===== src/snd_consts.svh =====
// fixed constants only; assumes 8-bit CPU data, 16-bit addresses and 4.4 unsigned gains
`ifndef SND_CONSTS_SVH
`define SND_CONSTS_SVH

// work RAM, 2 KB
`define SND_RAM_AW 11

// device field, address bits 13..11 when bits 15..14 are clear
`define SND_MAP_RAM   3'd0
`define SND_MAP_OPN   3'd1
`define SND_MAP_OPL   3'd2
`define SND_MAP_LATCH 3'd6 // read only, clears NMI
`define SND_MAP_OKI   3'd7

// 4.4 gains, 8'h10 is unity
`define SND_OPL_GAIN 8'h10
`define SND_PCM_GAIN 8'h10
`define SND_PSG_GAIN 8'h10

// OPN gain picked by fxlevel
`define SND_FX_GAIN0 8'h18
`define SND_FX_GAIN1 8'h20
`define SND_FX_GAIN2 8'h28
`define SND_FX_GAIN3 8'h30

`define SND_DCRM_SHIFT 6 // time constant of 64 samples

`endif


===== src/snd_bus_pkg.sv =====
// sound CPU bus and device select types; 16-bit address and 8-bit data only, no wait states
package snd_bus_pkg;

    // one CPU bus cycle, held by the CPU until rdy is high
    typedef struct packed {
        logic [15:0] addr;
        logic [7:0]  wdata; // CPU write data
        logic        rnw;   // 1 read, 0 write
    } cpu_bus_t;

    // selects towards the external sound chips
    typedef struct packed {
        logic opn;
        logic opl;
        logic oki;
        logic oki_wrn; // active low write strobe of the ADPCM chip
    } dev_sel_t;

    // read data coming back from the sound chips
    typedef struct packed {
        logic [7:0] opn;
        logic [7:0] opl;
        logic [7:0] oki;
    } dev_rd_t;

endpackage


===== src/snd_ctrl.sv =====
// bus glue for a 6502-style CPU; device read data is one cycle late and ROM stalls via rdy only
`include "snd_consts.svh"

module snd_ctrl import snd_bus_pkg::*; #(
    parameter int BANKS = 0 // 1 enables the bank register on address bit 15
) (
    input  logic       clk,
    input  logic       rst,
    input  cpu_bus_t   bus,
    input  logic       snreq,    // sound request from main CPU
    input  logic [7:0] latch,
    input  logic [7:0] rom_data,
    input  logic       rom_ok,
    input  logic [7:0] ram_dout,
    input  dev_rd_t    dev_rd,
    input  logic       opn_irqn,
    input  logic       opl_irqn,
    output logic       rom_cs,
    output logic       ram_we,
    output dev_sel_t   dev_sel,
    output logic [7:0] cpu_din,
    output logic       rdy,
    output logic       nmin,
    output logic       irqn,
    output logic       snd_bank
);

    logic       ram_cs;
    logic       opn_cs;
    logic       opl_cs;
    logic       oki_cs;
    logic       nmi_clr;
    logic       bank_we;
    logic       dev_cs;   // registered, matches dev_mux
    logic [7:0] dev_mux;
    logic       snreq_l;

    assign rom_cs  = |bus.addr[15:14]; // some games only decode bit 15
    assign bank_we = (BANKS != 0) && bus.addr[15] && !bus.rnw;
    assign ram_we  = ram_cs & ~bus.rnw;
    assign rdy     = ~rom_cs | rom_ok;
    assign irqn    = opn_irqn & opl_irqn;

    always_comb begin
        ram_cs  = 1'b0;
        opn_cs  = 1'b0;
        opl_cs  = 1'b0;
        oki_cs  = 1'b0;
        nmi_clr = 1'b0;
        if (!rom_cs) begin
            case (bus.addr[13:11])
                `SND_MAP_RAM:   ram_cs  = 1'b1;
                `SND_MAP_OPN:   opn_cs  = 1'b1;
                `SND_MAP_OPL:   opl_cs  = 1'b1;
                `SND_MAP_LATCH: nmi_clr = bus.rnw; // writes here are ignored
                `SND_MAP_OKI:   oki_cs  = 1'b1;
                default: ;
            endcase
        end
    end

    assign dev_sel = '{opn: opn_cs, opl: opl_cs, oki: oki_cs, oki_wrn: ~(oki_cs & ~bus.rnw)};

    // chip read data lines up with the RAM latency
    always_ff @(posedge clk) begin
        if (rst) begin
            dev_cs <= 1'b0;
        end else begin
            dev_cs <= opn_cs | opl_cs | oki_cs;
        end
    end

    always_ff @(posedge clk) begin
        dev_mux <= opn_cs ? dev_rd.opn :
                   opl_cs ? dev_rd.opl : dev_rd.oki;
    end

    always_comb begin
        cpu_din = rom_cs  ? rom_data :
                  ram_cs  ? ram_dout :
                  nmi_clr ? latch    :
                  dev_cs  ? dev_mux  : 8'hff; // open bus
    end

    // NMI on snreq rising edge, cleared by reading the latch
    always_ff @(posedge clk) begin
        if (rst) begin
            nmin    <= 1'b1;
            snreq_l <= 1'b0;
        end else begin
            snreq_l <= snreq;
            if (nmi_clr) begin
                nmin <= 1'b1; // clear wins over a new edge
            end else if (snreq && !snreq_l) begin
                nmin <= 1'b0;
            end
        end
    end

    always_ff @(posedge clk) begin
        if (rst) begin
            snd_bank <= 1'b0;
        end else if (bank_we) begin
            snd_bank <= bus.wdata[0];
        end
    end

endmodule


===== config.mk =====
export PLATFORM = sky130hd
export DESIGN_NAME = snd_ctrl
export DESIGN_NICKNAME = d
export VERILOG_FILES = /design/src/snd_bus_pkg.sv /design/src/snd_ctrl.sv
export VERILOG_INCLUDE_DIRS = /design/src
export SDC_FILE = /design/constraint.sdc
export NUM_CORES = 1
export LEC_CHECK = 0
export ABC_AREA = 1
export BUFFER_PORTS_ARGS = -buffer_cell sky130_fd_sc_hd__buf_2
export CORE_UTILIZATION = 37
export DETAILED_ROUTE_END_ITERATION = 12
export HOLD_SLACK_MARGIN = 0.12
export PLACE_DENSITY = 0.84
export SETUP_SLACK_MARGIN = 0.3
export SLEW_MARGIN = 20
export SYNTH_ARGS = -nofsm -noshare
export SYNTH_HDL_FRONTEND = slang
export SYNTH_SLANG_ARGS = --single-unit

===== constraint.sdc =====
create_clock -name clk -period 1.8 [get_ports clk]
set_clock_uncertainty 0.1 [all_clocks]
set_input_delay 0.36 -clock clk [delete_from_list [all_inputs] [get_ports clk]]
set_output_delay 0.36 -clock clk [all_outputs]
set_load 0.1 [all_outputs]

==> impl_metrics.py, run 1 <==
metrics = {
    "status": {
        "status": "did not finish",
        "lastStage": "global routing",
        "firstError": "[ERROR DPL-0038] Utilization greater than 100%, impossible to legalize",
    },
    "yosys": {
        "syn-instance-count": 146,
        "synth_fp_nets": 225,
        "synth_area_um2": 893,
        "ys.warnings.count": 0,
        "avgSynthCellArea_um2": 6.12,
        "synth.distinct_cells": 22,
        "synth-seq-cells": 11,
        "seq_area_frac_synth": 0.246,
    },
    "clocking": {
        "cts_buffers": 3,
        "clk_path_buf_depth": 2,
        "cts_max_level": 1,
        "cts_hold_buf": 0,
        "root_buffer": "clkbuf_4",
        "cts_sinks": 11,
    },
    "placement": {
        "port_buffers": 76,
        "routabilityCongestion": 0.753,
        "post-place-cells": 259,
        "placed_area_um2": 1820,
        "hpwl_um": 2660,
    },
    "floorplan": {
        "die_w_um": 51.1,
        "die_h_um": 51.1,
        "num_io_pins": 97,
        "initial_core_util": 0.400,
        "rows": 17,
    },
    "grt": {
        "grt_max_degree": 12,
    },
    "timing": {
        "worst_endpoint": "dev_sel[0]",
        "worst_path_end_type": "top-level output",
    },
}
-- stage by stage --
stage | hold WS (ns) | setup slack, ns
2_1_floorplan | 0.322 | -0.113
3_3_place_gp | 0.367 | -0.137
3_5_place_dp | 0.368 | -0.168
4_1_cts | 0.194 | -0.101
-- cell usage after synthesis (all sizes together) --
cell / number / area share
o21ai: 6 / 0.034
conb: 1 / 0.0042
nor2: 24 / 0.17
clkinv: 1 / 0.0042
a21oi: 4 / 0.027
dfxtp: 11 / 0.25
nand3: 18 / 0.11
nand2: 47 / 0.20
buf: 7 / 0.050
a31oi: 3 / 0.021
inv: 12 / 0.050
nand4: 9 / 0.063
nand3b: 1 / 0.0084
or2: 2 / 0.014
-- logic make-up after synthesis --
logic type	Yosys count	share of synthesized area
buffers and inverters	20	0.105
AOI/OAI and AO/OA	13	0.0812
DFF	11	0.246
other	1	0.00420
and+or+nand+nor	101	0.563
-- repair_timing --
item,CTS
setup endpoints to repair,14
pin swaps,28
cloned,1
resized for setup,47
setup buffers,12
==> run 2, diff against run 1 <==
--- a/config.mk
+++ b/config.mk
@@ -8,11 +8,10 @@
 export LEC_CHECK = 0
 export ABC_AREA = 1
 export BUFFER_PORTS_ARGS = -buffer_cell sky130_fd_sc_hd__buf_2
-export CORE_UTILIZATION = 37
+export CORE_AREA = 2 2 63 65
 export DETAILED_ROUTE_END_ITERATION = 12
-export HOLD_SLACK_MARGIN = 0.12
-export PLACE_DENSITY = 0.84
-export SETUP_SLACK_MARGIN = 0.3
+export DIE_AREA = 0 0 65 67
+export PLACE_DENSITY_LB_ADDON = 0.15
 export SLEW_MARGIN = 20
 export SYNTH_ARGS = -nofsm -noshare
 export SYNTH_HDL_FRONTEND = slang
==> run 2 against run 1 <==
Net effect:
- the flow now finishes, with violations (negative setup slack)
- synthesized cell count stayed put
- area after synthesis stayed put
==> impl_metrics.py, run 2 <==
metrics = {
    "status": {
        "status": "finished, violations left",
        "violations": "negative setup slack",
    },
    "timing": {
        "fin_crit_sh": 1.04,
        "fin_ws_ns": -0.0754,
        "timing.final.hold_violations": 0,
        "clock.fmax_mhz": 533,
        "setup_viol_count_final": 8,
        "rsz0062_at_grt": "true",
        "period_needed_ns": 1.88,
        "slew_violations": 0,
    },
    "clocking": {
        "cts_sinks": 11,
        "clk_path_buf_depth": 2,
        "cts_buffers": 3,
        "cts_max_level": 1,
        "cts_hold_buf": 0,
        "clkLatencyLatePin_ns": 0.23,
        "cts_tree": "done",
        "clk_pin_slew_ns": 0.05,
        "root_buffer": "clkbuf_8",
    },
    "pwr": {
        "p_switching_uw": 392,
        "power_frac_clock": 0.232,
        "peakVddDrop_uv": 278,
        "p_sw_frac": 0.388,
        "pwr-share-seq": 0.263,
        "p_int_uw": 618,
        "p_comb_frac": 0.505,
        "power_density_nw_per_um2": 489,
        "power_uw": 1010,
        "leakage_uw": 0.00105,
    },
    "layout": {
        "layout_commonest_cell": "buf_2",
        "largest_reg_flops": 8,
        "final_nets": 328,
        "layout.cells.most_common_list": "buf_2 (57), nand2_1 (36), buf_4 (21), buf_12 (19), nor2_1 (13)",
        "antennaDiodeCount": 0,
        "drive_gt1_frac": 0.589,
        "stdcell_count": 296,
        "syn2layout_area_growth_pct": 131,
        "n_fill_cell": 344,
        "design_area_um2": 2060,
        "top_register": "dev_mux",
    },
    "floorplan": {
        "num_io_pins": 97,
        "initial_core_util": 0.248,
        "core_area_um2": 3610,
        "die_area_um2": 4360,
        "die_h_um": 67,
        "rows": 22,
        "die_w_um": 65,
    },
    "yosys": {
        "synth.distinct_cells": 22,
        "ys.warnings.count": 0,
        "synth.top_cells.by_count": "nand2_1 (46), nor2_1 (18), nand3_1 (16)",
        "seq_area_frac_synth": 0.246,
        "yosysTopAreaCell": "dfxtp_1",
        "synth_top_area_frac": 0.246,
        "synth_area_um2": 893,
        "ys.flop_type": "dfxtp_1",
        "synthTopCellsByArea": "dfxtp_1 (25%), nand2_1 (19%), nand3_1 (9.0%)",
        "async_reset_ff_frac": 0,
        "synth-seq-cells": 11,
        "synth_fp_nets": 225,
        "synth_edf_count": 0,
        "syn-instance-count": 146,
        "synth_most_common_cell": "nand2_1",
        "avgSynthCellArea_um2": 6.12,
    },
    "routing": {
        "vias": 1277,
        "drtIter0Drc": 42,
        "routedWlPerCell_um": 10.3,
        "antenna_left": 0,
        "drc": 0,
        "viasPerCell": 4.31,
        "drt_first_pass_iters": 4,
        "wl_um": 3030,
    },
    "grt": {
        "grt_use_total": 0.136,
        "grt_pass1_wl_um": 4860,
        "grt_max_degree": 14,
        "overflow": 0,
        "grt_pass1_vias": 1188,
        "antenna_found_initial": 0,
    },
    "worst_setup_path": {
        "critPathBufInv": 4,
        "crit_chain": "buf_6, nor2_4, buf_12, nand3_4, buf_12, nor2_2, nor2_1, nand2_1, nand2_4, buf_12",
        "crit_family": "buffers and inverters",
        "crit_path_top_delay_cell": "buf_12",
        "crit_required_ns": 1.34,
        "end_kind": "primary output",
        "cp_max_fo": 7,
        "arrival_ns": 1.42,
        "criticalPathCategory": "in2out",
        "worst_setup_path_start_kind": "primary input",
        "cpMostUsedCell": "buf_12",
        "max_stage_delay_ns": 0.16,
    },
    "job": {
        "drv_cap": 0,
    },
    "placement": {
        "hpwl_um": 2350,
        "routabilityCongestion": 0.710,
        "placed_area_um2": 1750,
        "dpl_worst_slack_ns": -0.130,
        "post-place-cells": 278,
        "port_buffers": 76,
    },
    "min_path": {
        "worst_hold_path_type": "in2reg",
    },
}
[run 2: cell counts after synthesis]
Identical to the previous run, type by type.
[run 2: path summary, 6_finish.rpt]
kind	end	slack (ns)	depth (start not counted)	start
max	cpu_din[1]	-0.08	10	bus[24]
min	dev_cs	0.22	2	rst
max reg2reg	nmin	1.03	2	snreq_l
min reg2reg	nmin	0.41	2	snreq_l
[run 2: power by group through the flow]
stage	Clock (uW)	Combinational, uW	Sequential (uW)
floorplan	0	267	282
global placement	0	466	270
detailed placement	0	468	270
CTS	241	479	265
global route	255	543	267
finish	234	511	266
[run 2: kinds of logic (layout without fill, tap and decap cells)]
kind of cell / Yosys count / in the layout / synth area share
compound gates: 13 / 13 / 0.0812
buf+inv: 20 / 121 / 0.105
flops: 11 / 11 / 0.246
other cells: 1 / 1 / 0.00420
simple gates: 101 / 102 / 0.563
[run 2: per-stage QoR]
stage	hold WS (ns)	TNS, ns	util
floorplan	0.322	-0.354	-
global placement	0.366	-0.860	0.486
detailed placement	0.380	-0.874	0.486
CTS	0.213	-0.491	0.517
global route	0.229	-0.972	0.573
finish	0.216	-0.440	0.573
[run 2: cell type report]
cell class	count	area, um^2	area share
Timing Repair Buffer	103	908	0.440
Multi-Input combinational cell	116	759	0.368
Sequential cell	11	220	0.107
Inverter	13	66.3	0.0321
Tap cell	48	60.1	0.0291
Clock buffer	4	45.0	0.0218
Timing Repair inverter	1	5.00	0.00242
[run 2: repair_timing]
| item | 4_1_cts | 5_1_grt |
|---|---|---|
| resized for setup | 9 | 30 |
| cloned | 0 | 4 |
| endpoints found under the setup margin | 10 | 13 |
| pin swaps | 8 | 13 |
| setup buffers | 5 | 6 |
[run 2: metal layers]
metal / vias up / track usage / part of all wire
met3: 0 / 0.0118 / 0.076
li1: 677 / - / -
met5: - / 0 / 0
met1: 541 / 0.186 / 0.46
met4: 0 / 0.0319 / 0
met2: 59 / 0.228 / 0.46
Note: power is estimated with default switching activity, not from simulation.
