## config.mk

```make
export PLATFORM = sky130hd
export DESIGN_NAME = snd_cen_div
export DESIGN_NICKNAME = d
export VERILOG_FILES = /design/src/snd_consts.svh /design/src/snd_cen_div.sv
export SDC_FILE = /design/constraint.sdc
export NUM_CORES = 1
export LEC_CHECK = 0
export ABC_AREA = 1
export BUFFER_PORTS_ARGS = -buffer_cell sky130_fd_sc_hd__clkbuf_2
export CAP_MARGIN = 20
export CORE_AREA = 2 2 39 41
export CTS_CLUSTER_SIZE = 8
export DETAILED_ROUTE_END_ITERATION = 10
export DIE_AREA = 0 0 41 43
export GPL_TIMING_DRIVEN = 0
export PLACE_DENSITY = 0.37
export SETUP_SLACK_MARGIN = 0.1
export SYNTH_ARGS = -nofsm -noshare
export SYNTH_HDL_FRONTEND = slang
export SYNTH_SLANG_ARGS = --single-unit
```

## constraint.sdc

```tcl
create_clock -name clk -period 0.8 [get_ports clk]
set_input_delay 0.08 -clock clk [delete_from_list [all_inputs] [get_ports clk]]
set_output_delay 0.08 -clock clk [all_outputs]
set_load 0.01 [all_outputs]
```

## src/snd_consts.svh

```systemverilog
// fixed constants only; assumes 8-bit CPU data, 16-bit addresses and 4.4 unsigned gains
`ifndef SND_CONSTS_SVH
`define SND_CONSTS_SVH

// work RAM, 2 KB
`define SND_RAM_AW 11

// device field, address bits 13..11 when bits 15..14 are clear
`define SND_MAP_RAM   3'd0
`define SND_MAP_OPN   3'd1
`define SND_MAP_OPL   3'd2
`define SND_MAP_LATCH 3'd6 // read only, clears NMI
`define SND_MAP_OKI   3'd7

// 4.4 gains, 8'h10 is unity
`define SND_OPL_GAIN 8'h10
`define SND_PCM_GAIN 8'h10
`define SND_PSG_GAIN 8'h10

// OPN gain picked by fxlevel
`define SND_FX_GAIN0 8'h18
`define SND_FX_GAIN1 8'h20
`define SND_FX_GAIN2 8'h28
`define SND_FX_GAIN3 8'h30

`define SND_DCRM_SHIFT 6 // time constant of 64 samples

`endif

```

## src/snd_cen_div.sv

```systemverilog
// divides cen_opl by three; output pulse lags its cen_opl pulse by one clock
module snd_cen_div (
    input  logic clk,
    input  logic rst,
    input  logic cen_opl,
    output logic cen_oki  // ~1 MHz for the ADPCM chip
);

    logic [2:0] ring; // one-hot phase

    always_ff @(posedge clk) begin
        if (rst) begin
            ring <= 3'b001;
        end else if (cen_opl) begin
            ring <= {ring[1:0], ring[2]};
        end
    end

    // fires on the pulse that sees phase zero
    always_ff @(posedge clk) begin
        if (rst) begin
            cen_oki <= 1'b0;
        end else begin
            cen_oki <= ring[0] & cen_opl;
        end
    end

endmodule

```

==> summary.md, run 1 <==
| Metric | Value |
|---|---|
| Skew-Pair Late Insertion Delay | `around 230 ps` |
| Nets | `29` |
| Worst-Margin Slew | `between 100 and 150 ps` |
| Number of enable flip-flop cells after synthesis | `0` |
| Total wire length | `~200 µm` |
| Post-synth top cells | `nand2_1, dfxtp_1, inv_1` |
| Total iterations of the first detailed-routing run | `4` |
| # DRC | `0` |
| Syn avg cell area | `around 7.6 µm²` |
| Die X | `41 µm` |
| Hold Vio Cnt, Final | `0` |
| Number of global-route vias before repair | `94` |
| Critical path startpoint | `cen_oki` |
| Crit path cell chain | `buf_2` |
| Period utilization | `0.8948` |
| Max H-tree Level | `1` |
| Largest net degree at the start of global routing | `6` |
| Placed Cells incl. Taps | `37` |
| Critical path's slowest cell | `dfxtp_1` |
| Count leader, synth | `nand2_1` |
| Critical Path End Type | `output pin` |
| Initial antenna violation count | `0` |
| First-pass GRT wire length | `approximately 330 µm` |
| Finished Layout Cells | `40` |
| WL/cell | `between 5 and 6 µm` |
| Clock buffer count from CTS | `3` |
| Cell taking the most area after synthesis | `dfxtp_1` |
| Register area share after synthesis | `0.5872` |
| Cell Pwr Density | `2541 mW/mm²` |
| Routability congestion estimate | `0.5790` |
| Fraction of layout instances using a drive strength above 1 | `0.2500` |
| Slew HR | `0.9228` |
| Vias/cell | `2.975` |
| Root Buffer | `clkbuf_4` |
| Worst Setup EP | `cen_oki` |
| CTS max path bufs | `2` |
| First DRT Iteration DRCs | `3` |
| Asr flop ratio synth | `0` |
| Synth warn | `0` |
| Reg2reg end | `ring[2]` |
| Tot Pwr | `0.0004929 W` |
| Cell Area, Synth | `roughly 140 µm²` |
| Count of cell types in the netlist | `5` |
| #FFs+latches synth | `4` |
| Num Clock Sinks | `4` |
| Critical Path Source Type | `flip-flop` |
| Cell family with most CP delay | `flip-flops` |
| Slew Limit Fails | `0` |
| Initial cell density of the core | `0.09855` |
| Crit-path max cell delay | `280 ps` |
| Crit path buffers/inverters | `1` |
| Worst Path Max Fanout | `1` |
| Core ar. | `approximately 0.0014 mm²` |
| Row count | `14` |
| Hold_ws | `101.8 ps` |
| Final setup fails | `0` |
| Worst EP required | `720 ps` |
| Die area | `0.001763 mm²` |
| Die Height | `43 µm` |
| Cells after synthesis | `18` |
| Hold Crit Class | `in -> reg` |
| # port buffers | `3` |
| Area contributors post-synth | `dfxtp_1, nand2_1, nand3_1` |
| CTS tree | `done` |
| Final Skew | `1.093 ps` |
| Max Cap Viol | `0` |
| GRT overflow | `0` |
| Run status | `completed` |
| Worst r2r src | `ring[1]` |
| WP depth | `1` |
| Fmax | `about 1400 MHz` |
| Lkg Pwr | `0.1067 nW` |
| Crit path DAT | `640 ps` |
| Setup TNS | `0 ps` |
| Antenna-violating nets left | `0` |
| Syn nets | `21` |
| Antenna cells | `0` |
| Hold_buf cts | `0` |
| Synth Flop Type | `dfxtp_1` |
| Vias | `119` |
| Peak VDD IR | `0.9359 mV` |
| Path depth of the worst reg2reg path | `4` |
| Final Critical Period | `just over 700 ps` |
| Top cell type's share of synthesized area | `0.5872` |
| GRT Util Overall | `0.03514` |
| RSZ-0062 raised after global routing | `true` |
| Syn-to-layout area delta | `42.20%` |
| Internal reg-to-reg setup slack | `200 ps` |
| Final design utilization | `0.1401` |
| Io pins | `4` |
| Clock-pin slew on the worst setup and hold paths | `30 ps` |
| WS Path Type | `reg -> out` |
metrics by stage:
stage	setup slack, ps	instance area [µm²]
CTS	65.65	193.9
detailed placement	201.3	171.4
finish	84.18	193.9
global placement	210.4	171.4
global route	58.24	193.9
floorplan	252.5	136.4
layer usage:
| layer | share of wire | vias to the layer above | track usage |
|---|---|---|---|
| met5 | 0 | - | 0 |
| met4 | 0 | 0 | 0.02000 |
| met1 | 0.52 | 47 | 0.04180 |
| li1 | - | 66 | - |
| met2 | 0.30 | 6 | 0.02188 |
| met3 | 0.18 | 0 | 0.06283 |
cells by family after synthesis:
logic type             after synthesis  synth area share
DFF                                  4            0.5872
and+or+nand+nor                     10            0.3028
buffers and inverters                4            0.1101
placed cells by master (no fill, tap or decap), drive strengths merged:
master / n
nand3: 3
dfxtp: 4
nand2: 5
nor2: 2
buf: 1
inv: 4
clkbuf: 5
sequential cells by signal, summed over array words and instances (netlist names):
signal,cells
cen_oki,1
ring,3
final cells by class:
| class | instances | area, µm² |
|---|---|---|
| clock buffers | 3 | 22.52 |
| flip-flops and latches | 4 | 80.08 |
| well taps | 16 | 20.02 |
| repair buffers | 3 | 15.01 |
| inverters | 4 | 15.01 |
| multi-input cells | 10 | 41.29 |
| fillers | 152 | 1190 |
repair_timing:
action | 4_1_cts | 5_1_grt
resized for setup | 0 | 1
buffers inserted | 0 | 0
endpoints found under the setup margin | 1 | 1
worst min-delay path by stage:
stage | end | startpoint | depth (start not counted) | slack [ps]
2_1_floorplan | ring[0] | cen_opl | 2 | 210
3_5_place_dp | ring[0] | rst | 3 | 340
3_3_place_gp | ring[0] | rst | 3 | 340
4_1_cts | ring[0] | rst | 3 | 100
6_report | ring[0] | rst | 3 | 100
5_1_grt | ring[0] | rst | 3 | 110
where the power goes:
| group | internal [W] | switching [W] | total [W] |
|---|---|---|---|
| clock network | 0.000167 | 0.0000718 | 0.000239 |
| logic | 0.0000142 | 0.0000185 | 0.0000327 |
| registers | 0.000215 | 0.00000617 | 0.000221 |
Note: power is estimated with default switching activity, not from simulation.
==> run 2: changes to the inputs <==
Settings changed: PLACE_DENSITY 0.37 to 0.36.
Clock period 0.8 ns to 0.9 ns, I/O delays scaled along.
==> run 2 against run 1 <==
Sequential cell count unchanged. Via count decreased by 0.84%. Critical endpoint unchanged. Clock skew rose by 1.3 ps. Clock power is 5% lower. Largest cell class unchanged. Cell area unchanged. Largest power group unchanged. Global-route usage up 0.49 points.
==> summary.md, run 2 (synthesis gave the netlist of run 1 again) <==
| Metric | Value |
|---|---|
| Net Sw Frac | `0.2187 (was 0.1956)` |
| Hold EP | `ring[0] (unchanged)` |
| Path depth of the worst reg2reg path | `4 (unchanged)` |
| Skew-Pair Late Insertion Delay | `240 ps (was 230 ps)` |
| Io pins | `4 (unchanged)` |
| Fraction of layout instances using a drive strength above 1 | `0.2500 (unchanged)` |
| Reg power frac | `0.436 (was 0.449)` |
| Commonest non-fill, non-tap cells in the layout | `nand2_1, inv_1, dfxtp_1 (was nand2_1, inv_1, dfxtp_1, nand3_1, clkbuf_4)` |
| Syn-to-layout area delta | `42.20% (unchanged)` |
| Die area | `0.001763 mm² (unchanged)` |
| Most common cell after layout, fill and taps aside | `nand2_1 (unchanged)` |
| Post-CTS Repair Setup Buffers | `0 (unchanged)` |
| Clock buffer count from CTS | `3 (unchanged)` |
| Initial cell density of the core | `0.09855 (unchanged)` |
| # DRC | `0 (unchanged)` |
| Die Height | `43 µm (unchanged)` |
| CTS max path bufs | `2 (unchanged)` |
| WL/cell | `5.750 µm (was 5.100 µm)` |
| Slew Limit Fails | `0 (unchanged)` |
| Reg2reg end | `ring[2] (unchanged)` |
| Crit path cell chain | `clkbuf_2 (was buf_2)` |
| Fillers | `152 (unchanged)` |
| Area of the multi-input gates | `41.29 µm² (unchanged)` |
| Worst r2r src | `ring[1] (unchanged)` |
| Clock power share | `0.500 (was 0.485)` |
| Row count | `14 (unchanged)` |
| Logic pwr share | `0.064 (was 0.066)` |
| CTS tree | `done (unchanged)` |
| Cell family with most CP delay | `flip-flops (unchanged)` |
| Setup TNS | `0 ps (unchanged)` |
| Num Clock Sinks | `4 (unchanged)` |
| Crit path buffers/inverters | `1 (unchanged)` |
| Critical path's slowest cell | `dfxtp_1 (unchanged)` |
| Hold_buf cts | `0 (unchanged)` |
| Internal reg-to-reg setup slack | `300 ps (was 200 ps)` |
| Crit-path max cell delay | `300 ps (was 280 ps)` |
| WP depth | `1 (unchanged)` |
| Fmax | `1340 MHz` |
| Initial antenna violation count | `0 (unchanged)` |
| Max reg flops | `3 (unchanged)` |
| Clock-pin slew on the worst setup and hold paths | `40 ps (was 30 ps)` |
| Total wire length | `230 µm (was 204 µm)` |
| Dpl hpwl | `173.2 µm` |
| Period utilization | `0.8294` |
| Vias | `118 (was 119)` |
| Biggest register | `ring (unchanged)` |
| CTS resizes | `0 (unchanged)` |
| First-pass GRT wire length | `372 µm (was 331 µm)` |
| RSZ-0062 raised after global routing | `false (was true)` |
| Hold Crit Start | `rst (unchanged)` |
| Final Skew | `2.354 ps (was 1.093 ps)` |
| Antenna-violating nets left | `0 (unchanged)` |
| Routability congestion estimate | `0.5759 (was 0.5790)` |
| Antenna cells | `0 (unchanged)` |
| GRT overflow | `0 (unchanged)` |
| Lkg Pwr | `0.1061 nW (was 0.1067 nW)` |
| Total iterations of the first detailed-routing run | `2 (was 4)` |
| # port buffers | `3 (unchanged)` |
| Critical Path End Type | `output pin (unchanged)` |
| Internal power | `0.0003531 W (was 0.0003965 W)` |
| Root Buffer | `clkbuf_4 (unchanged)` |
| Core ar. | `0.001384 mm² (unchanged)` |
| Max Cap Viol | `0 (unchanged)` |
| Max H-tree Level | `1 (unchanged)` |
| WS Path Type | `reg -> out (unchanged)` |
| Peak VDD IR | `0.7902 mV (was 0.9359 mV)` |
| Register area | `80.08 µm² (unchanged)` |
| Slew HR | `0.9239 (was 0.9228)` |
| Worst setup margin | `153.6 ps (was 84.18 ps)` |
| Largest net degree at the start of global routing | `6 (unchanged)` |
| Worst hold stages | `3 (unchanged)` |
| Hold Vio Cnt, Final | `0 (unchanged)` |
| Run status | `completed (unchanged)` |
| Final setup fails | `0 (unchanged)` |
| Final design utilization | `0.1401 (unchanged)` |
| Critical Path Source Type | `flip-flop (unchanged)` |
| Largest regs | `ring x3, cen_oki x1 (unchanged)` |
| Nets | `29 (unchanged)` |
| Final Critical Period | `roughly 750 ps` |
| GRT Util Overall | `0.04008 (was 0.03514)` |
| Number of global-route vias before repair | `104 (was 94)` |
| Crit path DAT | `660 ps (was 640 ps)` |
| Vias/cell | `2.950 (was 2.975)` |
| Sw power | `0.00009887 W (was 0.00009643 W)` |
| Cell Pwr Density | `2331 mW/mm² (was 2541 mW/mm²)` |
| Hold Crit Class | `in -> reg (unchanged)` |
| DP Worst Slack | `306.0 ps (was 201.3 ps)` |
| First DRT Iteration DRCs | `2 (was 3)` |
| Worst-Margin Slew | `114.1 ps (was 115.7 ps)` |
| Worst Path Max Fanout | `1 (unchanged)` |
| Worst EP required | `810 ps (was 720 ps)` |
| Die X | `41 µm (unchanged)` |
[run 2: changes by cell type in the layout (fill, tap and decap cells not counted)]
cell	previous run	this run
clkbuf_2	2	3
buf_2	1	0
[run 2: how the worst max path moves through the flow]
| stage | start | endpoint | slack (ps) |
|---|---|---|---|
| after global routing | cen_oki | cen_oki | 130 |
| after detailed placement | ring[1] | ring[2] | 310 |
| after CTS | cen_oki | cen_oki | 150 |
| after global placement | ring[1] | ring[2] | 310 |
| after floorplan | ring[1] | ring[2] | 350 |
| final | cen_oki | cen_oki | 150 |
[run 2: final cells by class]
cell class	instances	share of cell area
clock buffer	3	0.1161
inverter	4	0.07742
multi-input combinational	10	0.2129
sequential	4	0.4129
tap	16	0.1032
timing repair buffer	3	0.07742
[run 2: stage by stage]
stage | std cells | power (W) | hold WS (ps) | cell area (µm²)
final | 40 | 0.0004520 | 96.45 | 193.9
after global routing | 40 | 0.0004783 | 115.8 | 193.9
after CTS | 40 | 0.0004606 | 98.36 | 193.9
after detailed placement | 37 | 0.0002290 | 346.4 | 171.4
after global placement | 37 | 0.0002291 | 345.1 | 171.4
after floorplan | 18 | 0.0002166 | 216.3 | 136.4
[run 2: power groups by stage]
stage	Combinational, W	Clock (W)	Sequential [W]
detailed placement	0.0000296	0	0.000199
floorplan	0.0000171	0	0.000200
finish	0.0000291	0.000226	0.000197
global route	0.0000340	0.000247	0.000197
global placement	0.0000299	0	0.000199
CTS	0.0000296	0.000234	0.000197
[run 2: metal layers]
layer / routed length [µm] / vias to the layer above / part of all wire / GRT usage
met4: 0 / 0 / 0 / 0.04000
met5: 0 / - / 0 / 0
met2: 81 / 7 / 0.35 / 0.03125
met3: 44 / 0 / 0.19 / 0.06283
met1: 104 / 46 / 0.45 / 0.03834
li1: - / 65 / - / -
