**config.mk**
```make
export PLATFORM = sky130hd
export DESIGN_NAME = snd_dcrm
export DESIGN_NICKNAME = d
export VERILOG_FILES = /design/src/snd_audio_pkg.sv /design/src/snd_dcrm.sv
export VERILOG_INCLUDE_DIRS = /design/src
export SDC_FILE = /design/constraint.sdc
export NUM_CORES = 1
export LEC_CHECK = 0
export ABC_CLOCK_PERIOD_IN_PS = 4600
export BUFFER_PORTS_ARGS = -buffer_cell sky130_fd_sc_hd__buf_2
export CAP_MARGIN = 20
export CORE_ASPECT_RATIO = 0.6
export CORE_MARGIN = 2
export CORE_UTILIZATION = 35
export CTS_CLUSTER_DIAMETER = 120
export CTS_CLUSTER_SIZE = 10
export DETAILED_ROUTE_END_ITERATION = 10
export MAX_ROUTING_LAYER = met4
export PLACE_DENSITY_LB_ADDON = 0.12
export RECOVER_POWER = 25
export SKIP_CTS_REPAIR_TIMING = 1
export SLEW_MARGIN = 10
export SYNTH_ARGS = -nofsm -noshare
export SYNTH_HDL_FRONTEND = slang
export SYNTH_SLANG_ARGS = --single-unit
```
**constraint.sdc**
```tcl
create_clock -name clk -period 4.6 [get_ports clk]
set_clock_uncertainty 0.1 [all_clocks]
set_input_delay 0.69 -clock clk [delete_from_list [all_inputs] [get_ports clk]]
set_output_delay 0.69 -clock clk [all_outputs]
set_load 0.005 [all_outputs]
```
**src/snd_consts.svh**
```systemverilog
// fixed constants only; assumes 8-bit CPU data, 16-bit addresses and 4.4 unsigned gains
`ifndef SND_CONSTS_SVH
`define SND_CONSTS_SVH

// work RAM, 2 KB
`define SND_RAM_AW 11

// device field, address bits 13..11 when bits 15..14 are clear
`define SND_MAP_RAM   3'd0
`define SND_MAP_OPN   3'd1
`define SND_MAP_OPL   3'd2
`define SND_MAP_LATCH 3'd6 // read only, clears NMI
`define SND_MAP_OKI   3'd7

// 4.4 gains, 8'h10 is unity
`define SND_OPL_GAIN 8'h10
`define SND_PCM_GAIN 8'h10
`define SND_PSG_GAIN 8'h10

// OPN gain picked by fxlevel
`define SND_FX_GAIN0 8'h18
`define SND_FX_GAIN1 8'h20
`define SND_FX_GAIN2 8'h28
`define SND_FX_GAIN3 8'h30

`define SND_DCRM_SHIFT 6 // time constant of 64 samples

`endif

```
**src/snd_audio_pkg.sv**
```systemverilog
// audio types; channels are 16-bit signed except the raw PSG, which is 10-bit unsigned
package snd_audio_pkg;

    typedef logic signed [15:0] smp_t;
    typedef logic        [9:0]  psg_t;  // raw PSG, unsigned with DC offset
    typedef logic        [7:0]  gain_t; // 4.4 fixed point

    // channels as they come from the chips
    typedef struct packed {
        smp_t opn;
        smp_t opl;
        smp_t adpcm;
        psg_t psg;
    } chan_in_t;

    // mixer inputs, PSG already DC free
    typedef struct packed {
        smp_t opn;
        smp_t opl;
        smp_t pcm;
        smp_t psg;
    } mix_in_t;

    typedef struct packed {
        gain_t opn;
        gain_t opl;
        gain_t pcm;
        gain_t psg;
    } gain_set_t;

endpackage

```
**src/snd_dcrm.sv**
```systemverilog
// DC remover for the 10-bit unsigned PSG; output stays in input LSB units, no gain applied
`include "snd_consts.svh"

module snd_dcrm import snd_audio_pkg::*; (
    input  logic clk,
    input  logic rst,
    input  logic sample,
    input  psg_t din,
    output smp_t dout
);

    localparam int PW = $bits(psg_t) + `SND_DCRM_SHIFT; // average with fraction bits

    logic        [PW-1:0] avg;
    logic signed [PW:0]   diff;
    logic signed [PW:0]   step;

    // input scaled to the average's fixed point
    assign diff = $signed({1'b0, din, {`SND_DCRM_SHIFT{1'b0}}}) - $signed({1'b0, avg});
    assign step = diff >>> `SND_DCRM_SHIFT; // also the AC part in input units

    always_ff @(posedge clk) begin
        if (rst) begin
            avg  <= '0;
            dout <= '0;
        end else if (sample) begin
            avg  <= avg + step[PW-1:0]; // stays within 0..1023 scaled
            dout <= smp_t'(step);
        end
    end

endmodule

```
==> flow_summary.toml, run 1 <==
[run_status]
status = "finished, final reports clean"

[critical_path]
r2r_cells = 15
path_cells = "buf_2, ha_1, o21a_1, o2111ai_1, o211ai_1, a21oi_1, xnor2_1, ha_1, a21o_1, a21oi_1, o21ai_0, a311oi_1, nor3b_1, or3b_2, o31ai_1"
path_max_fanout = 6
critPathRequiredTime_ps = 4710
r2r_end = "avg[12]"
reg2reg_slack_ps = 620
arrival_ps = 4140
critPathSlowestCell = "or3b_2"
timing.setup.critical_path_class = "primary input to flop"
critPathBufInv = 1
endpoint_kind = "flop"
crit_family = "compound AO/OA/AOI/OAI gates"
cp-start-kind = "primary input"
reg2reg_from = "avg[8]"
critPathMaxStageDelay_ps = 460

[logic_synthesis]
async_flop_share = 0
yosysSeqAreaShare = 0.2483
syn_nets = 289
synth_area_sq_um = 2177
synthCells = 250
synth.avg_cell_area_sq_um = 8.708
yosysTopAreaCellShare = 0.2483
synth_edf_count = 0
ys_warn_count = 0
synth_top_cell_by_area = "dfxtp_1"
ys_ff_latch = 27
yosysUniqueCellTypes = 46
ys.flop_type = "dfxtp_1"
netlist_top_cells_area = "dfxtp_1 (25%), ha_1 (14%), mux2i_1 (11%), nor2_1 (6.4%), xnor2_1 (5.6%)"

[sta]
drv_slew = 0
hold_violations = 0
fmax_mhz = 248.2
timing.final.crit_share = 0.8758
worst_pin_slew_ps = 878.0
setup_violations = 0
finalSetupTns_ps = 0
timing.hold.ws_ps = 396.0
max_slew_margin = 0.4147
rsz0062_at_grt = "no"
finalCriticalPeriod_ps = 4029

[routing]
vias_per_cell = 5.150
drt_iter0_drc = 113
routed_wl_microns = 5118
drc = 0
first_pass_iters = 4
ant_nets = 0
wire_per_inst_microns = 14.46
via_count = 1823

[global_routing]
gr-usage-all-layers = 0.1606
grt_pass1_wl_microns = 8397
antenna_found_initial = 0
global_route.usage.met2 = 0.1911
use_met3 = 0.03472
overflow = 0
use_met1 = 0.2649
grt_pass1_vias = 1599
top_usage_layer = "met1"
grt_max_degree = 36

[finish]
syn2layout_area_growth_pct = 10.29
most-common-layout-cells = "nor2_1 (37), dfxtp_1 (27), ha_1 (25)"
fillerInstances = 650
fin_nets = 310
drive_gt1_frac = 0.1407
insertedDiodeCount = 0
final_common_cell = "nor2_1"

[min_path]
worstHoldPathType = "flop to flop"
worst_hold_path.endpoint = "dout[3]"
hold_start = "dout[3]"
min_path_cells = 2

[clock_tree]
tritoncts.num_buffers = 3
cts_sinks = 27
cts_buffer_depth = 2
cts_root_buf = "clkbuf_8"
htree_levels = 1
cts.clk_slew.worst_paths_ps = 100
clkLatencyLatePin_ps = 280
cts_tree = "yes"

[floorplanning]
row_count = 22
die_w_microns = 105.8
start_util = 0.3595
dieHeight_microns = 65.09
core-area_sq_um = 6056
ios = 29
die_area_sq_um = 6888

[power_and_ir_drop]
power.leakage_nw = 1.066
p_per_area_nw_per_um2 = 836.9
irDropWorstVdd_mv = 0.2682

[place]
dp_hpwl_microns = 4058
port_buffers = 28
place_congestion = 0.8521

[flow_run]
drv_cap = 0
[how the worst max path moves through the flow]
stage                      start  endpoint  slack (ps)  depth (start not counted)
after floorplan           din[1]   avg[12]         810                         14
after global placement    din[1]   avg[12]         330                         15
after detailed placement  din[1]   avg[14]         310                         15
after CTS                 din[1]   avg[12]         610                         15
after global routing      din[1]   avg[14]         350                         15
final                     din[1]   avg[12]         570                         15
[final cells by class]
cell class	count	area, sq um	share of cell area
Clock buffer	3	41.29	0.01720
Clock inverter	1	7.507	0.003127
Inverter	16	60.06	0.02501
Multi-Input combinational cell	195	1511	0.6295
Sequential cell	27	540.5	0.2251
Tap cell	84	105.1	0.04377
Timing Repair Buffer	28	135.1	0.05628
[worst reg2reg max path, stage by stage (launching register included)]
cell and delay [ps]:
dfxtp_1 450, inv_1 70, ha_1 220, or3_4 410, a31oi_4 210, o211ai_1 160
a21oi_1 220, xnor2_1 180, ha_1 360, a21o_1 210, a21oi_1 140, o21ai_0 110
a311oi_1 430, nor3b_1 110, or3b_2 460, o31ai_1 70
[state kept, by name, indices dropped and copies added, names as in the netlist]
name and cells:
avg 16, dout 11
[logic make-up (layout without fill, tap and decap cells)]
logic type,Yosys count,after routing,synth area share
AOI/OAI and AO/OA,58,58,0.2012
adders and majority gates,26,26,0.1529
muxes,23,23,0.1057
xor gates and xnor gates,18,18,0.07241
DFF,27,27,0.2483
and+or+nand+nor,70,70,0.1621
buffers and inverters,28,48,0.05747
[synthesized netlist by cell type (3+ instances only)]
cell       number
a31oi_1         3
a21oi_1        15
o21a_1          3
a311oi_1        3
o2111ai_1       3
xor2_1          4
o211ai_1        3
ha_1           25
inv_1          16
nand2_1         8
nor2_1         37
o31ai_1         3
o21ai_0         8
clkbuf_1        4
buf_4           5
xnor2_1        14
o21bai_1        4
mux2i_1        23
a21o_1          4
nor3_1          5
dfxtp_1        27
[where the power goes]
part | internal [mW] | leakage [nW] | switching, mW
Sequential | 0.325 | 0.223 | 0.0777
Clock | 0.0619 | 0.0217 | 0.0846
Combinational | 0.627 | 0.821 | 0.833
Total | 1.01 | 1.07 | 0.995
[through the flow]
step | setup WS [ps] | instances | utilization | power [mW] | area (sq um)
finish | 571.4 | 354 | 0.3965 | 2.009 | 2401
global route | 345.7 | 354 | 0.3965 | 2.219 | 2401
CTS | 613.3 | 354 | 0.3973 | 2.010 | 2406
detailed placement | 309.1 | 350 | 0.3893 | 1.850 | 2357
global placement | 331.4 | 350 | 0.3893 | 1.869 | 2357
floorplan | 814.5 | 250 | - | 1.539 | 2177
[per-layer routing]
| metal | part of all wire | vias to the layer above |
|---|---|---|
| li1 | - | 940 |
| met1 | 0.62 | 842 |
| met2 | 0.33 | 37 |
| met3 | 0.049 | 4 |
| met4 | 0.0053 | 0 |
| met5 | 0 | - |
Note: power is estimated with default switching activity, not from simulation.
==> run 2: changes to the inputs <==
--- a/config.mk
+++ b/config.mk
@@ -8,10 +8,10 @@
 export LEC_CHECK = 0
 export ABC_CLOCK_PERIOD_IN_PS = 4600
 export BUFFER_PORTS_ARGS = -buffer_cell sky130_fd_sc_hd__buf_2
-export CAP_MARGIN = 20
+export CAP_MARGIN = 40
 export CORE_ASPECT_RATIO = 0.6
 export CORE_MARGIN = 2
-export CORE_UTILIZATION = 35
+export CORE_UTILIZATION = 40
 export CTS_CLUSTER_DIAMETER = 120
 export CTS_CLUSTER_SIZE = 10
 export DETAILED_ROUTE_END_ITERATION = 10
==> run 2 against run 1 <==
  * Core utilization grew 6.4 points
  * Cell area shrank 1.1%
  * Clock-buffer cell count is the same
  * Sequential power is essentially flat
  * Clock power shrank 3%
  * Routed wire length shrank 4.8%
  * First-iteration DRC count shrank 13%
  * Maximum frequency shrank 0.14%
  * Non-clock buffer count is the same
  * Via count shrank 2.0%
  * Register-to-register slack gained 30 ps
  * Highest routed layer unchanged
==> flow_summary.toml, run 2 (synthesized netlist as in run 1, its figures left out) <==
[critical_path]
critPathRequiredTime_ps = 4700
critPathSlowestCell = "or3b_2"
r2r_cells = 15
cp-start-kind = "primary input"
path_max_fanout = 6
reg2reg_slack_ps = 650
endpoint_kind = "flop"
timing.setup.critical_path_class = "primary input to flop"
critPathMaxStageDelay_ps = 440
reg2reg_from = "avg[7]"
path_cells = "buf_2, ha_1, o21a_1, o2111ai_1, o211ai_1, a21oi_1, xnor2_1, ha_1, a21o_1, a21oi_1, o21ai_0, a311oi_1, nor3b_1, or3b_2, o31ai_1"
r2r_end = "avg[12]"
arrival_ps = 4140

[floorplanning]
core-area_sq_um = 5155
row_count = 20
dieHeight_microns = 61.15
die_w_microns = 99.24
ios = 29
die_area_sq_um = 6068
start_util = 0.4223

[sta]
rsz0062_at_grt = "no"
worst_pin_slew_ps = 851.5
setup_ws_ps = 565.6
max_slew_margin = 0.4324
timing.hold.ws_ps = 407.7
finalSetupTns_ps = 0
drv_slew = 0
timing.final.crit_share = 0.8770
fmax_mhz = 247.9
setup_violations = 0
hold_violations = 0
finalCriticalPeriod_ps = 4034

[finish]
reg.largest.list = "avg x16, dout x11"
final_common_cell = "nor2_1"
insertedDiodeCount = 0
syn2layout_area_growth_pct = 9.023
finalCoreUtilization = 0.4604
largest_reg_flops = 16
drive_gt1_frac = 0.1259
fin_nets = 310
largest_register = "avg"
most-common-layout-cells = "nor2_1 (37), dfxtp_1 (27), ha_1 (25)"

[min_path]
worstHoldPathType = "flop to flop"
min_path_cells = 2
hold_start = "dout[0]"
worst_hold_path.endpoint = "dout[0]"

[clock_tree]
tritoncts.num_buffers = 3
htree_levels = 1
clkLatencyLatePin_ps = 280
cts_buffer_depth = 2
cts_root_buf = "clkbuf_8"
cts_tree = "yes"
cts.clk_slew.worst_paths_ps = 100
cts_sinks = 27

[global_routing]
overflow = 0
grt_max_degree = 36
grt_pass1_vias = 1658
grt_pass1_wl_microns = 8238
antenna_found_initial = 0
gr-usage-all-layers = 0.1804

[power_and_ir_drop]
switchingPower_mw = 0.9855
clockPowerShare = 0.071
power.leakage_nw = 1.051
swShare = 0.4938
p_comb_frac = 0.728
totalPowerFinal_mw = 1.996
seq_power_share = 0.201
intPower_mw = 1.010
irDropWorstVdd_mv = 0.2522
p_per_area_nw_per_um2 = 840.7

[run_status]
status = "finished, final reports clean"

[place]
dpl_worst_slack_ps = 278.6
dp_hpwl_microns = 3886
place_congestion = 0.8958
port_buffers = 28

[routing]
first_pass_iters = 4
routed_wl_microns = 4872
drc = 0
vias_per_cell = 5.318
wire_per_inst_microns = 14.50
drt_iter0_drc = 98
ant_nets = 0
via_count = 1787

[flow_run]
drv_cap = 0
-- run 2: cell types whose count changed in the layout (fill, tap and decap cells not counted) --
cell	before	now
clkbuf_1	4	8
buf_2	24	20
-- run 2: routing by layer --
layer | track usage | up-vias | wire [microns]
li1 | - | 947 | -
met1 | 0.2959 | 785 | 3012
met2 | 0.2210 | 51 | 1543
met3 | 0.03292 | 4 | 295
met4 | 0.02348 | 0 | 21
met5 | - | - | 0
-- run 2: final cells by class --
type	instances	area (sq um)
fill	520	2781
multi-input combinational	195	1511
sequential	27	540.5
timing repair buffer	28	130.1
tap	66	82.58
inverter	16	60.06
clock buffer	3	41.29
clock inverter	1	7.507
-- run 2: how the worst max path moves through the flow --
stage          startpoint  endpoint  slack, ps  cells past startpoint
2_1_floorplan      din[1]   avg[12]        810                     14
3_3_place_gp       din[1]   avg[12]        300                     15
3_5_place_dp       din[1]   avg[14]        280                     15
4_1_cts            din[1]   avg[14]        580                     15
5_1_grt            din[1]   avg[14]        280                     15
6_report           din[1]   avg[12]        570                     15
-- run 2: worst max-delay path: cells and delay by family --
family,cells,cell delay (ps)
xor+xnor,1,260
simple gates,2,530
buf+inv,1,100
fa+ha+maj,2,720
compound gates,9,1850
-- run 2: power groups by stage --
stage	sequential, mW	clock (mW)	combinational [mW]
after floorplan	0.390	0	1.15
after global placement	0.405	0	1.44
after detailed placement	0.405	0	1.44
after CTS	0.399	0.151	1.45
after global routing	0.413	0.158	1.64
final	0.400	0.142	1.45
-- run 2: through the flow --
stage	area [sq um]	cells
after floorplan	2177	250
after global placement	2335	332
after detailed placement	2335	332
after CTS	2384	336
after global routing	2374	336
final	2374	336
