===== src/snd_consts.svh =====
// fixed constants only; assumes 8-bit CPU data, 16-bit addresses and 4.4 unsigned gains
`ifndef SND_CONSTS_SVH
`define SND_CONSTS_SVH

// work RAM, 2 KB
`define SND_RAM_AW 11

// device field, address bits 13..11 when bits 15..14 are clear
`define SND_MAP_RAM   3'd0
`define SND_MAP_OPN   3'd1
`define SND_MAP_OPL   3'd2
`define SND_MAP_LATCH 3'd6 // read only, clears NMI
`define SND_MAP_OKI   3'd7

// 4.4 gains, 8'h10 is unity
`define SND_OPL_GAIN 8'h10
`define SND_PCM_GAIN 8'h10
`define SND_PSG_GAIN 8'h10

// OPN gain picked by fxlevel
`define SND_FX_GAIN0 8'h18
`define SND_FX_GAIN1 8'h20
`define SND_FX_GAIN2 8'h28
`define SND_FX_GAIN3 8'h30

`define SND_DCRM_SHIFT 6 // time constant of 64 samples

`endif


===== src/snd_audio_pkg.sv =====
// audio types; channels are 16-bit signed except the raw PSG, which is 10-bit unsigned
package snd_audio_pkg;

    typedef logic signed [15:0] smp_t;
    typedef logic        [9:0]  psg_t;  // raw PSG, unsigned with DC offset
    typedef logic        [7:0]  gain_t; // 4.4 fixed point

    // channels as they come from the chips
    typedef struct packed {
        smp_t opn;
        smp_t opl;
        smp_t adpcm;
        psg_t psg;
    } chan_in_t;

    // mixer inputs, PSG already DC free
    typedef struct packed {
        smp_t opn;
        smp_t opl;
        smp_t pcm;
        smp_t psg;
    } mix_in_t;

    typedef struct packed {
        gain_t opn;
        gain_t opl;
        gain_t pcm;
        gain_t psg;
    } gain_set_t;

endpackage


===== src/snd_mixer.sv =====
// four channel mixer with 4.4 unsigned gains; sums wider than 16 bits clip and raise peak
module snd_mixer import snd_audio_pkg::*; (
    input  logic      clk,
    input  logic      rst,
    input  logic      cen,
    input  mix_in_t   ch,
    input  gain_set_t gain,
    output smp_t      mixed,
    output logic      peak
);

    localparam int PRW = $bits(smp_t) + $bits(gain_t) + 1; // product width
    localparam int SUMW = PRW + 2;
    localparam logic signed [SUMW-1:0] MAXV = 32767;
    localparam logic signed [SUMW-1:0] MINV = -32768;

    logic signed [SUMW-1:0] sum;
    logic signed [SUMW-1:0] scaled;

    function automatic logic signed [PRW-1:0] apply_gain(smp_t x, gain_t g);
        logic signed [$bits(gain_t):0] gs;
        gs = $signed({1'b0, g}); // gain is never negative
        return x * gs;
    endfunction

    always_comb begin
        sum = apply_gain(ch.opn, gain.opn)
            + apply_gain(ch.opl, gain.opl)
            + apply_gain(ch.pcm, gain.pcm)
            + apply_gain(ch.psg, gain.psg);
        scaled = sum >>> 4; // drop the gain fraction
    end

    always_ff @(posedge clk) begin
        if (rst) begin
            mixed <= '0;
            peak  <= 1'b0;
        end else if (cen) begin
            if (scaled > MAXV) begin
                mixed <= smp_t'(MAXV);
                peak  <= 1'b1;
            end else if (scaled < MINV) begin
                mixed <= smp_t'(MINV);
                peak  <= 1'b1;
            end else begin
                mixed <= smp_t'(scaled);
                peak  <= 1'b0;
            end
        end
    end

endmodule


===== config.mk =====
export PLATFORM = sky130hd
export DESIGN_NAME = snd_mixer
export DESIGN_NICKNAME = d
export VERILOG_FILES = /design/src/snd_consts.svh /design/src/snd_audio_pkg.sv /design/src/snd_mixer.sv
export SDC_FILE = /design/constraint.sdc
export NUM_CORES = 1
export LEC_CHECK = 0
export BUFFER_PORTS_ARGS = -buffer_cell sky130_fd_sc_hd__buf_2
export CELL_PAD_IN_SITES_DETAIL_PLACEMENT = 1
export CELL_PAD_IN_SITES_GLOBAL_PLACEMENT = 1
export CORE_MARGIN = 2
export CORE_UTILIZATION = 40
export DETAILED_ROUTE_END_ITERATION = 10
export PLACE_DENSITY = 0.67
export SLEW_MARGIN = 10
export SYNTH_ARGS = -nofsm -noshare
export SYNTH_HDL_FRONTEND = slang
export SYNTH_SLANG_ARGS = --single-unit

===== constraint.sdc =====
create_clock -name clk -period 10.35 [get_ports clk]
set_clock_uncertainty 0.1 [all_clocks]
set_input_delay 2.07 -clock clk [delete_from_list [all_inputs] [get_ports clk]]
set_output_delay 2.07 -clock clk [all_outputs]
set_load 0.01 [all_outputs]

==> run summary, run 1 <==
status - completed
sequential fraction of the synthesis area - 0.01680
Remaining DRCs - 0
Crit Path Category - primary input to flip-flop
Routed Antenna Nets - 0
dpl hpwl - 48.45 mm
critical path capture point type - flip-flop
number of global-route vias before repair - 16360
part of the cycle the worst path needs - 0.9426
drt wl/cell - 17.71 um
vias per cell - 4.770
GPL Wtd Cong - 0.8574
Die Area - 52450 sq um
Net Count, Synth - 2929
DR vias - 13720
Worst-Skew Late Latency - 250 ps
Synth Cell Area - 20250 sq um
Worst setup SP type - primary input
area delta synth->final - 6.332%
share of layout cells above drive strength 1 - 0.06906
critical path peak fanout - 16
Synth top area share - 0.5456
# Post-CTS Setup Buffers - 0
post-CTS sizing - 0
Hold Path Class - flip-flop to flip-flop
Die W - 229.0 um
Final min period - 9756 ps
CTS max path bufs - 2
RSZ-0062 raised after global routing - false
Rows - 82
top post-synthesis cells by area - fa_1 (55%), inv_1 (11%), and2_1 (10%)
global-route wire length before repair - 88.53 mm
total CTS buffers - 3
total track usage - 0.2100
TritonRoute pass-1 iters - 4
core area - 50070 sq um
Post-synth EDFFs - 0
Clock Pin Slew Worst Setup and Hold Paths - 50 ps
Yosys cell types - 64
endpoints failing hold - 0
sum of negative setup slack - 0 ps
post-synthesis register bit count - 17
H-Tree Depth - 1
Synth area leader - fa_1
Slew headroom - 0.5720
Crit path arrival time - 9810 ps
hold_buf cts - 0
Die Ht - 229.0 um
CTS tree - yes
antenna violations before repair - 12
dominant cell by count in the synthesized netlist - inv_1
Port Buffers - 115
Main synth FF type - dfxtp_1
Sink Count - 17
Clock Tree Root - clkbuf_16
max-cap viol count - 0
Setup-failing EPs final - 0
synth warn - 0
actual slew at the worst max-slew pin - 640.0 ps
largest net degree at the start of global routing - 33
grt total ovfl - 0
most frequent cells after synthesis - inv_1 (619), fa_1 (552), and2_1 (334), nand2_1 (204), ha_1 (153)
io pins - 116
drt initial violations - 335
Post-synth ARST share - 0
syn avg cell area - 9.531 sq um
drt total wl - 50.94 mm
Total Nets Final - 3006
Initial Utilization - 0.4045
fmax - 102.5 MHz
CP required - 10400 ps
Cells after Synth - 2125
fin. max-slew vios - 0
-- area by class of cell --
| class | count | area (sq um) |
|---|---|---|
| clock inverter | 1 | 5.005 |
| timing repair buffer | 117 | 590.6 |
| tap | 672 | 840.8 |
| inverter | 619 | 2323 |
| fill | 5882 | 28530 |
| clock buffer | 3 | 75.07 |
| sequential | 17 | 340.3 |
| antenna | 4 | 10.01 |
| multi-input combinational | 1444 | 17350 |
-- registers in the layout, summed over array words and instances, names as in the netlist --
register / count
mixed: 16
peak: 1
-- worst paths after layout --
| kind | from | to | slack (ps) | cells past startpoint |
|---|---|---|---|---|
| max | gain[16] | mixed[1]$_SDFFE_PP0P_ | 590 | 24 |
| max reg2reg | mixed[5]$_SDFFE_PP0P_ | mixed[5]$_SDFFE_PP0P_ | 9250 | 3 |
| min reg2reg | mixed[15]$_SDFFE_PP0P_ | mixed[15]$_SDFFE_PP0P_ | 380 | 2 |
| min | mixed[15]$_SDFFE_PP0P_ | mixed[15]$_SDFFE_PP0P_ | 380 | 2 |
-- placed cells by master (no fill, tap or decap), drive strengths merged, types with 10 or more instances in the layout --
cell / netlist / routed
xnor2: 21 / 21
nor2: 33 / 33
o32ai: 15 / 15
nand2: 204 / 204
fa: 552 / 552
xor2: 10 / 10
dfxtp: 17 / 17
ha: 153 / 153
buf: 8 / 117
o21ai: 10 / 10
and2: 334 / 334
a21oi: 27 / 27
or3: 13 / 13
inv: 619 / 619
-- worst max-delay path: stages --
cell and delay [ps]:
buf_2 290, nand2_1 210, fa_1 570, inv_1 150, fa_1 740, inv_1 100, fa_1 410, fa_1 540
inv_1 50, fa_1 520, fa_1 460, fa_1 550, inv_1 70, fa_1 480, inv_1 50, ha_1 360
a21o_1 230, o21bai_1 160, a22oi_1 350, or2b_2 330, mux2_2 290, nor4_4 220, a41oi_4 360, o32ai_1 220
-- metrics by stage --
step           hold WS, ps  instance area, sq um  utilization  setup WS [ps]  instances
4_1_cts              385.3                 21530       0.4300          500.5       2873
2_1_floorplan        387.4                 20250            -           1217       2125
3_5_place_dp         371.1                 21450       0.4284          294.2       2869
6_report             377.2                 21540       0.4302          593.8       2877
3_3_place_gp         360.0                 21450       0.4284          532.5       2869
5_1_grt              425.8                 21530       0.4301          89.25       2875
-- per-layer routing --
| layer | GRT usage | vias up | wire (um) |
|---|---|---|---|
| met4 | 0.01522 | 16 | 335 |
| met3 | 0.01681 | 41 | 1376 |
| met5 | 0 | - | 86 |
| met2 | 0.3642 | 168 | 25130 |
| li1 | - | 6235 | - |
| met1 | 0.3004 | 7262 | 24010 |
-- kinds of logic after synthesis --
logic type / synth area share
xor+xnor: 0.01340
buf+inv: 0.1265
fa+ha+maj: 0.6401
simple gates: 0.1595
compound gates: 0.04263
mux: 0.001050
flops: 0.01680
Power of run 1 is not shown: default switching activity piles up to over one toggle a cycle in this logic, so the estimate is an artifact.
==> run 2, diff against run 1 <==
ABC_CLOCK_PERIOD_IN_PS = 10350   (was default)
CORE_UTILIZATION = 35   (was 40)
PLACE_DENSITY = 0.59   (was 0.67)
==> run summary, run 2 (synthesized netlist as in run 1, its figures left out) <==
status - completed
CP Cell Sequence - buf_2 > nand2_1 > fa_1 > inv_1 > fa_1 > inv_1 > fa_1 > inv_1 > fa_1 > fa_1 > fa_1 > fa_1 > inv_1 > fa_1 > inv_1 > ha_1 > nand2_1 > a21o_1 > a22oi_1 > or2b_2 > mux2_2 > nor4_4 > a41oi_4 > o32ai_1
vias per cell - 4.556 (-4.5%)
Largest stage delay, worst path - 730 ps (about the same)
hold path startpoint - mixed[15]$_SDFFE_PP0P_
r2r endpoint - mixed[10]$_SDFFE_PP0P_
R2R depth - 3 (unchanged)
Top delay family on crit path - adder cells
drt initial violations - 283 (-16%)
DP Worst Slack - 294.6 ps (+0.4330 ps)
Filler Cells Inserted - 6684 (+14%)
Die Area - 59810 sq um (+14%)
Top Registers - mixed (16), peak (1)
fin. max-slew vios - 0 (unchanged)
Setup WS post-layout - 594.0 ps (+0.1520 ps)
Min-Delay Endpoint - mixed[15]$_SDFFE_PP0P_
sum of negative setup slack - 0 ps (unchanged)
Routed Antenna Nets - 0 (unchanged)
drt wl/cell - 17.49 um (-1.2%)
slack of the worst reg-to-reg path - 9230 ps (-20 ps)
Crit Path Category - primary input to flip-flop
Final min period - 9756 ps (-0.1520 ps)
Slew headroom - 0.5677 (-0.004264)
Clock Pin Slew Worst Setup and Hold Paths - 50 ps (about the same)
post-CTS sizing - 0 (unchanged)
CP required - 10400 ps (about the same)
# Post-CTS Setup Buffers - 0 (unchanged)
worst reg2reg startpoint - mixed[10]$_SDFFE_PP0P_
hold_buf cts - 0 (unchanged)
Die W - 244.6 um (+6.8%)
Port Buffers - 115 (unchanged)
WHS Path Cells - 2 (unchanged)
final core utilization - 0.3768 (-0.05339)
io pins - 116 (unchanged)
area delta synth->final - 6.912%
Crit path arrival time - 9810 ps (about the same)
part of the cycle the worst path needs - 0.9426 (about the same)
Stages on worst setup path - 24 (unchanged)
total track usage - 0.1861 (-0.02388)
TritonRoute pass-1 iters - 4 (unchanged)
number of global-route vias before repair - 16050 (-1.9%)
Clock Tree Root - clkbuf_16
Hold WS - 369.3 ps (-7.895 ps)
CP dominant cell by count - fa_1
H-Tree Depth - 1 (unchanged)
Rows - 88 (+7.3%)
Remaining DRCs - 0 (unchanged)
Hold Path Class - flip-flop to flip-flop
Initial Utilization - 0.3524 (-0.05213)
critical path capture point type - flip-flop
DR vias - 13540 (-1.4%)
actual slew at the worst max-slew pin - 646.4 ps (+6.376 ps)
Sink Count - 17 (unchanged)
commonest cells after routing, fill and taps aside - inv_1 (619), fa_1 (552), and2_1 (334)
max-cap viol count - 0 (unchanged)
GPL Wtd Cong - 0.8409 (-1.9%)
global-route wire length before repair - 88.56 mm (about the same)
Die Ht - 244.6 um (+6.8%)
Worst setup SP type - primary input
critical path peak fanout - 16 (unchanged)
largest net degree at the start of global routing - 33 (unchanged)
Setup-failing EPs final - 0 (unchanged)
Worst-Skew Late Latency - 250 ps (about the same)
share of layout cells above drive strength 1 - 0.06861 (-0.0004543)
max FFs per register - 16 (unchanged)
antenna violations before repair - 11 (-1)
total CTS buffers - 3 (unchanged)
RSZ-0062 raised after global routing - false
grt total ovfl - 0 (unchanged)
Total Nets Final - 3006 (unchanged)
CTS tree - yes
WP buf/inv - 6 (unchanged)
Max stage delay cell, worst path - fa_1
CTS max path bufs - 2 (unchanged)
drt total wl - 51.97 mm (+2.0%)
commonest non-fill, non-tap cell in the layout - inv_1
Top reg by flops - mixed
dpl hpwl - 49.62 mm (+2.4%)
core area - 57480 sq um (+15%)
endpoints failing hold - 0 (unchanged)
fmax - 102.5 MHz (about the same)
-- run 2: per-stage QoR --
step	cell area [sq um]	std cells
2_1_floorplan	20250	2125
3_3_place_gp	21560	2962
3_5_place_dp	21560	2962
4_1_cts	21640	2966
5_1_grt	21650	2969
6_report	21650	2971
-- run 2: worst max-delay path by stage --
| stage | start | endpoint |
|---|---|---|
| 6_report | gain[16] | mixed[3]$_SDFFE_PP0P_ |
| 3_5_place_dp | gain[24] | mixed[0]$_SDFFE_PP0P_ |
| 4_1_cts | gain[24] | mixed[0]$_SDFFE_PP0P_ |
| 5_1_grt | gain[24] | mixed[0]$_SDFFE_PP0P_ |
| 3_3_place_gp | gain[16] | mixed[0]$_SDFFE_PP0P_ |
| 2_1_floorplan | gain[0] | mixed[10]$_SDFFE_PP0P_ |
-- run 2: layer usage --
metal	GRT usage	share of wire	up-vias
met5	0	0.0015	-
met3	0.01427	0.025	39
li1	-	-	6239
met1	0.2721	0.49	7101
met2	0.3140	0.48	143
met4	0.01453	0.0066	14
-- run 2: layout make-up --
cell class | count | area, sq um | area share
multi-input combinational | 1444 | 17350 | 0.8013
inverter | 619 | 2323 | 0.1073
tap | 765 | 957.2 | 0.04420
timing repair buffer | 117 | 590.6 | 0.02727
sequential | 17 | 340.3 | 0.01572
clock buffer | 4 | 78.83 | 0.003640
antenna | 5 | 12.51 | 0.0005778
-- run 2: worst register-to-register path, delay by kind of cell, from the launching register on --
| family | cells | cell delay, ps |
|---|---|---|
| flops | 1 | 340 |
| compound gates | 1 | 130 |
| simple gates | 2 | 450 |
Power of run 2 is left out for the same reason.
==> run 3, diff against run 2 <==
RECOVER_POWER = 100   (was default)
==> run summary, run 3 (synthesized netlist as in run 1, its figures left out) <==
status - completed
Die Ht - 244.6 um (unchanged)
Remaining DRCs - 0 (unchanged)
share of layout cells above drive strength 1 - 0.05543 (-0.01318)
drt initial violations - 291 (+2.8%)
CTS tree - yes
CTS max path bufs - 2 (unchanged)
CP required - 10390 ps (about the same)
total track usage - 0.1861 (unchanged)
hold_buf cts - 0 (unchanged)
critical path capture point type - flip-flop
TritonRoute pass-1 iters - 4 (unchanged)
endpoints failing hold - 0 (unchanged)
Die Area - 59810 sq um (unchanged)
hold path startpoint - mixed[15]$_SDFFE_PP0P_
total CTS buffers - 3 (unchanged)
dpl cells - 2962 (unchanged)
number of global-route vias before repair - 16050 (unchanged)
# Post-CTS Setup Buffers - 0 (unchanged)
max-cap viol count - 0 (unchanged)
drt wl/cell - 17.49 um (unchanged)
Total Nets Final - 3006 (unchanged)
Final min period - 9806 ps (+50.31 ps)
global-route wire length before repair - 88.56 mm (unchanged)
Top reg by flops - mixed
H-Tree Depth - 1 (unchanged)
Worst-Skew Late Latency - 250 ps (about the same)
Hold Path Class - flip-flop to flip-flop
antenna violations before repair - 11 (unchanged)
core area - 57480 sq um (unchanged)
Routed Antenna Nets - 0 (unchanged)
worst reg2reg startpoint - mixed[10]$_SDFFE_PP0P_
io pins - 116 (unchanged)
dpl hpwl - 49.62 mm (unchanged)
Non-Filler Instances - 2971 (unchanged)
Sink Count - 17 (unchanged)
Clock Pin Slew Worst Setup and Hold Paths - 50 ps (about the same)
WHS Path Cells - 2 (unchanged)
commonest cells after routing, fill and taps aside - inv_1 (619), fa_1 (552), and2_1 (334)
Critical path origin - gain[24]
actual slew at the worst max-slew pin - 584.1 ps (-62.27 ps)
fmax - 102.0 MHz (-0.51%)
Top Registers - mixed (16), peak (1)
sum of negative setup slack - 0 ps (unchanged)
area delta synth->final - 6.351%
post-CTS sizing - 0 (unchanged)
part of the cycle the worst path needs - 0.9475 (+0.004861)
Slew headroom - 0.6078 (+0.04011)
fin. max-slew vios - 0 (unchanged)
Initial Utilization - 0.3524 (unchanged)
R2R depth - 3 (unchanged)
vias per cell - 4.547 (-0.21%)
drt total wl - 51.97 mm (unchanged)
GPL Wtd Cong - 0.8409 (unchanged)
RSZ-0062 raised after global routing - false
grt total ovfl - 0 (unchanged)
max FFs per register - 16 (unchanged)
commonest non-fill, non-tap cell in the layout - inv_1
Largest stage delay, worst path - 600 ps (-130 ps)
critical path peak fanout - 16 (unchanged)
Crit path arrival time - 9850 ps (+40 ps)
Port Buffers - 115 (unchanged)
Worst setup SP type - primary input
Clock Tree Root - clkbuf_16
Crit Path Category - primary input to flip-flop
Max stage delay cell, worst path - fa_1
Die W - 244.6 um (unchanged)
largest net degree at the start of global routing - 33 (unchanged)
DR vias - 13510 (-0.21%)
Setup-failing EPs final - 0 (unchanged)
Rows - 88 (unchanged)
## run 3: changes by cell type in the layout (fill, tap and decap cells not counted), sizes merged
cell,before,now
buf,117,99
clkbuf,4,22
## run 3: through the flow
step	utilization	instance area (sq um)	worst slack (ps)	hold slack [ps]
2_1_floorplan	-	20250	1217	387.4
4_1_cts	0.3765	21640	537.3	366.7
5_1_grt	0.3747	21540	104.1	431.6
6_report	0.3748	21540	543.6	368.3
3_3_place_gp	0.3752	21560	506.7	361.0
3_5_place_dp	0.3752	21560	294.6	358.2
## run 3: worst max-delay path: cells and delay by family
| kind | cells | cell delay, ps |
|---|---|---|
| adders and majority gates | 9 | 4650 |
| AOI/OAI and AO/OA | 4 | 1290 |
| buffers and inverters | 9 | 830 |
| and+or+nand+nor | 3 | 580 |
| muxes | 1 | 420 |
## run 3: final timing paths
kind                                               end  slack (ps)
worst max-delay path            mixed[14]$_SDFFE_PP0P_         540
worst min-delay path            mixed[15]$_SDFFE_PP0P_         370
worst max register to register  mixed[10]$_SDFFE_PP0P_        9230
worst min register to register  mixed[15]$_SDFFE_PP0P_         370
## run 3: layout make-up
type	count	area (sq um)
clock buffers	4	78.83
well taps	765	957.2
diodes	5	12.51
flip-flops and latches	17	340.3
inverters	619	2323
fillers	6703	35930
repair buffers	117	569.3
multi-input cells	1444	17260
## run 3: layer usage
| layer | wire length [um] | vias up | track usage |
|---|---|---|---|
| li1 | - | 6238 | - |
| met1 | 25500 | 7084 | 0.2721 |
| met2 | 24870 | 133 | 0.3140 |
| met3 | 1176 | 39 | 0.01427 |
| met4 | 345 | 14 | 0.01453 |
| met5 | 80 | - | 0 |
Power of run 3 is left out for the same reason.
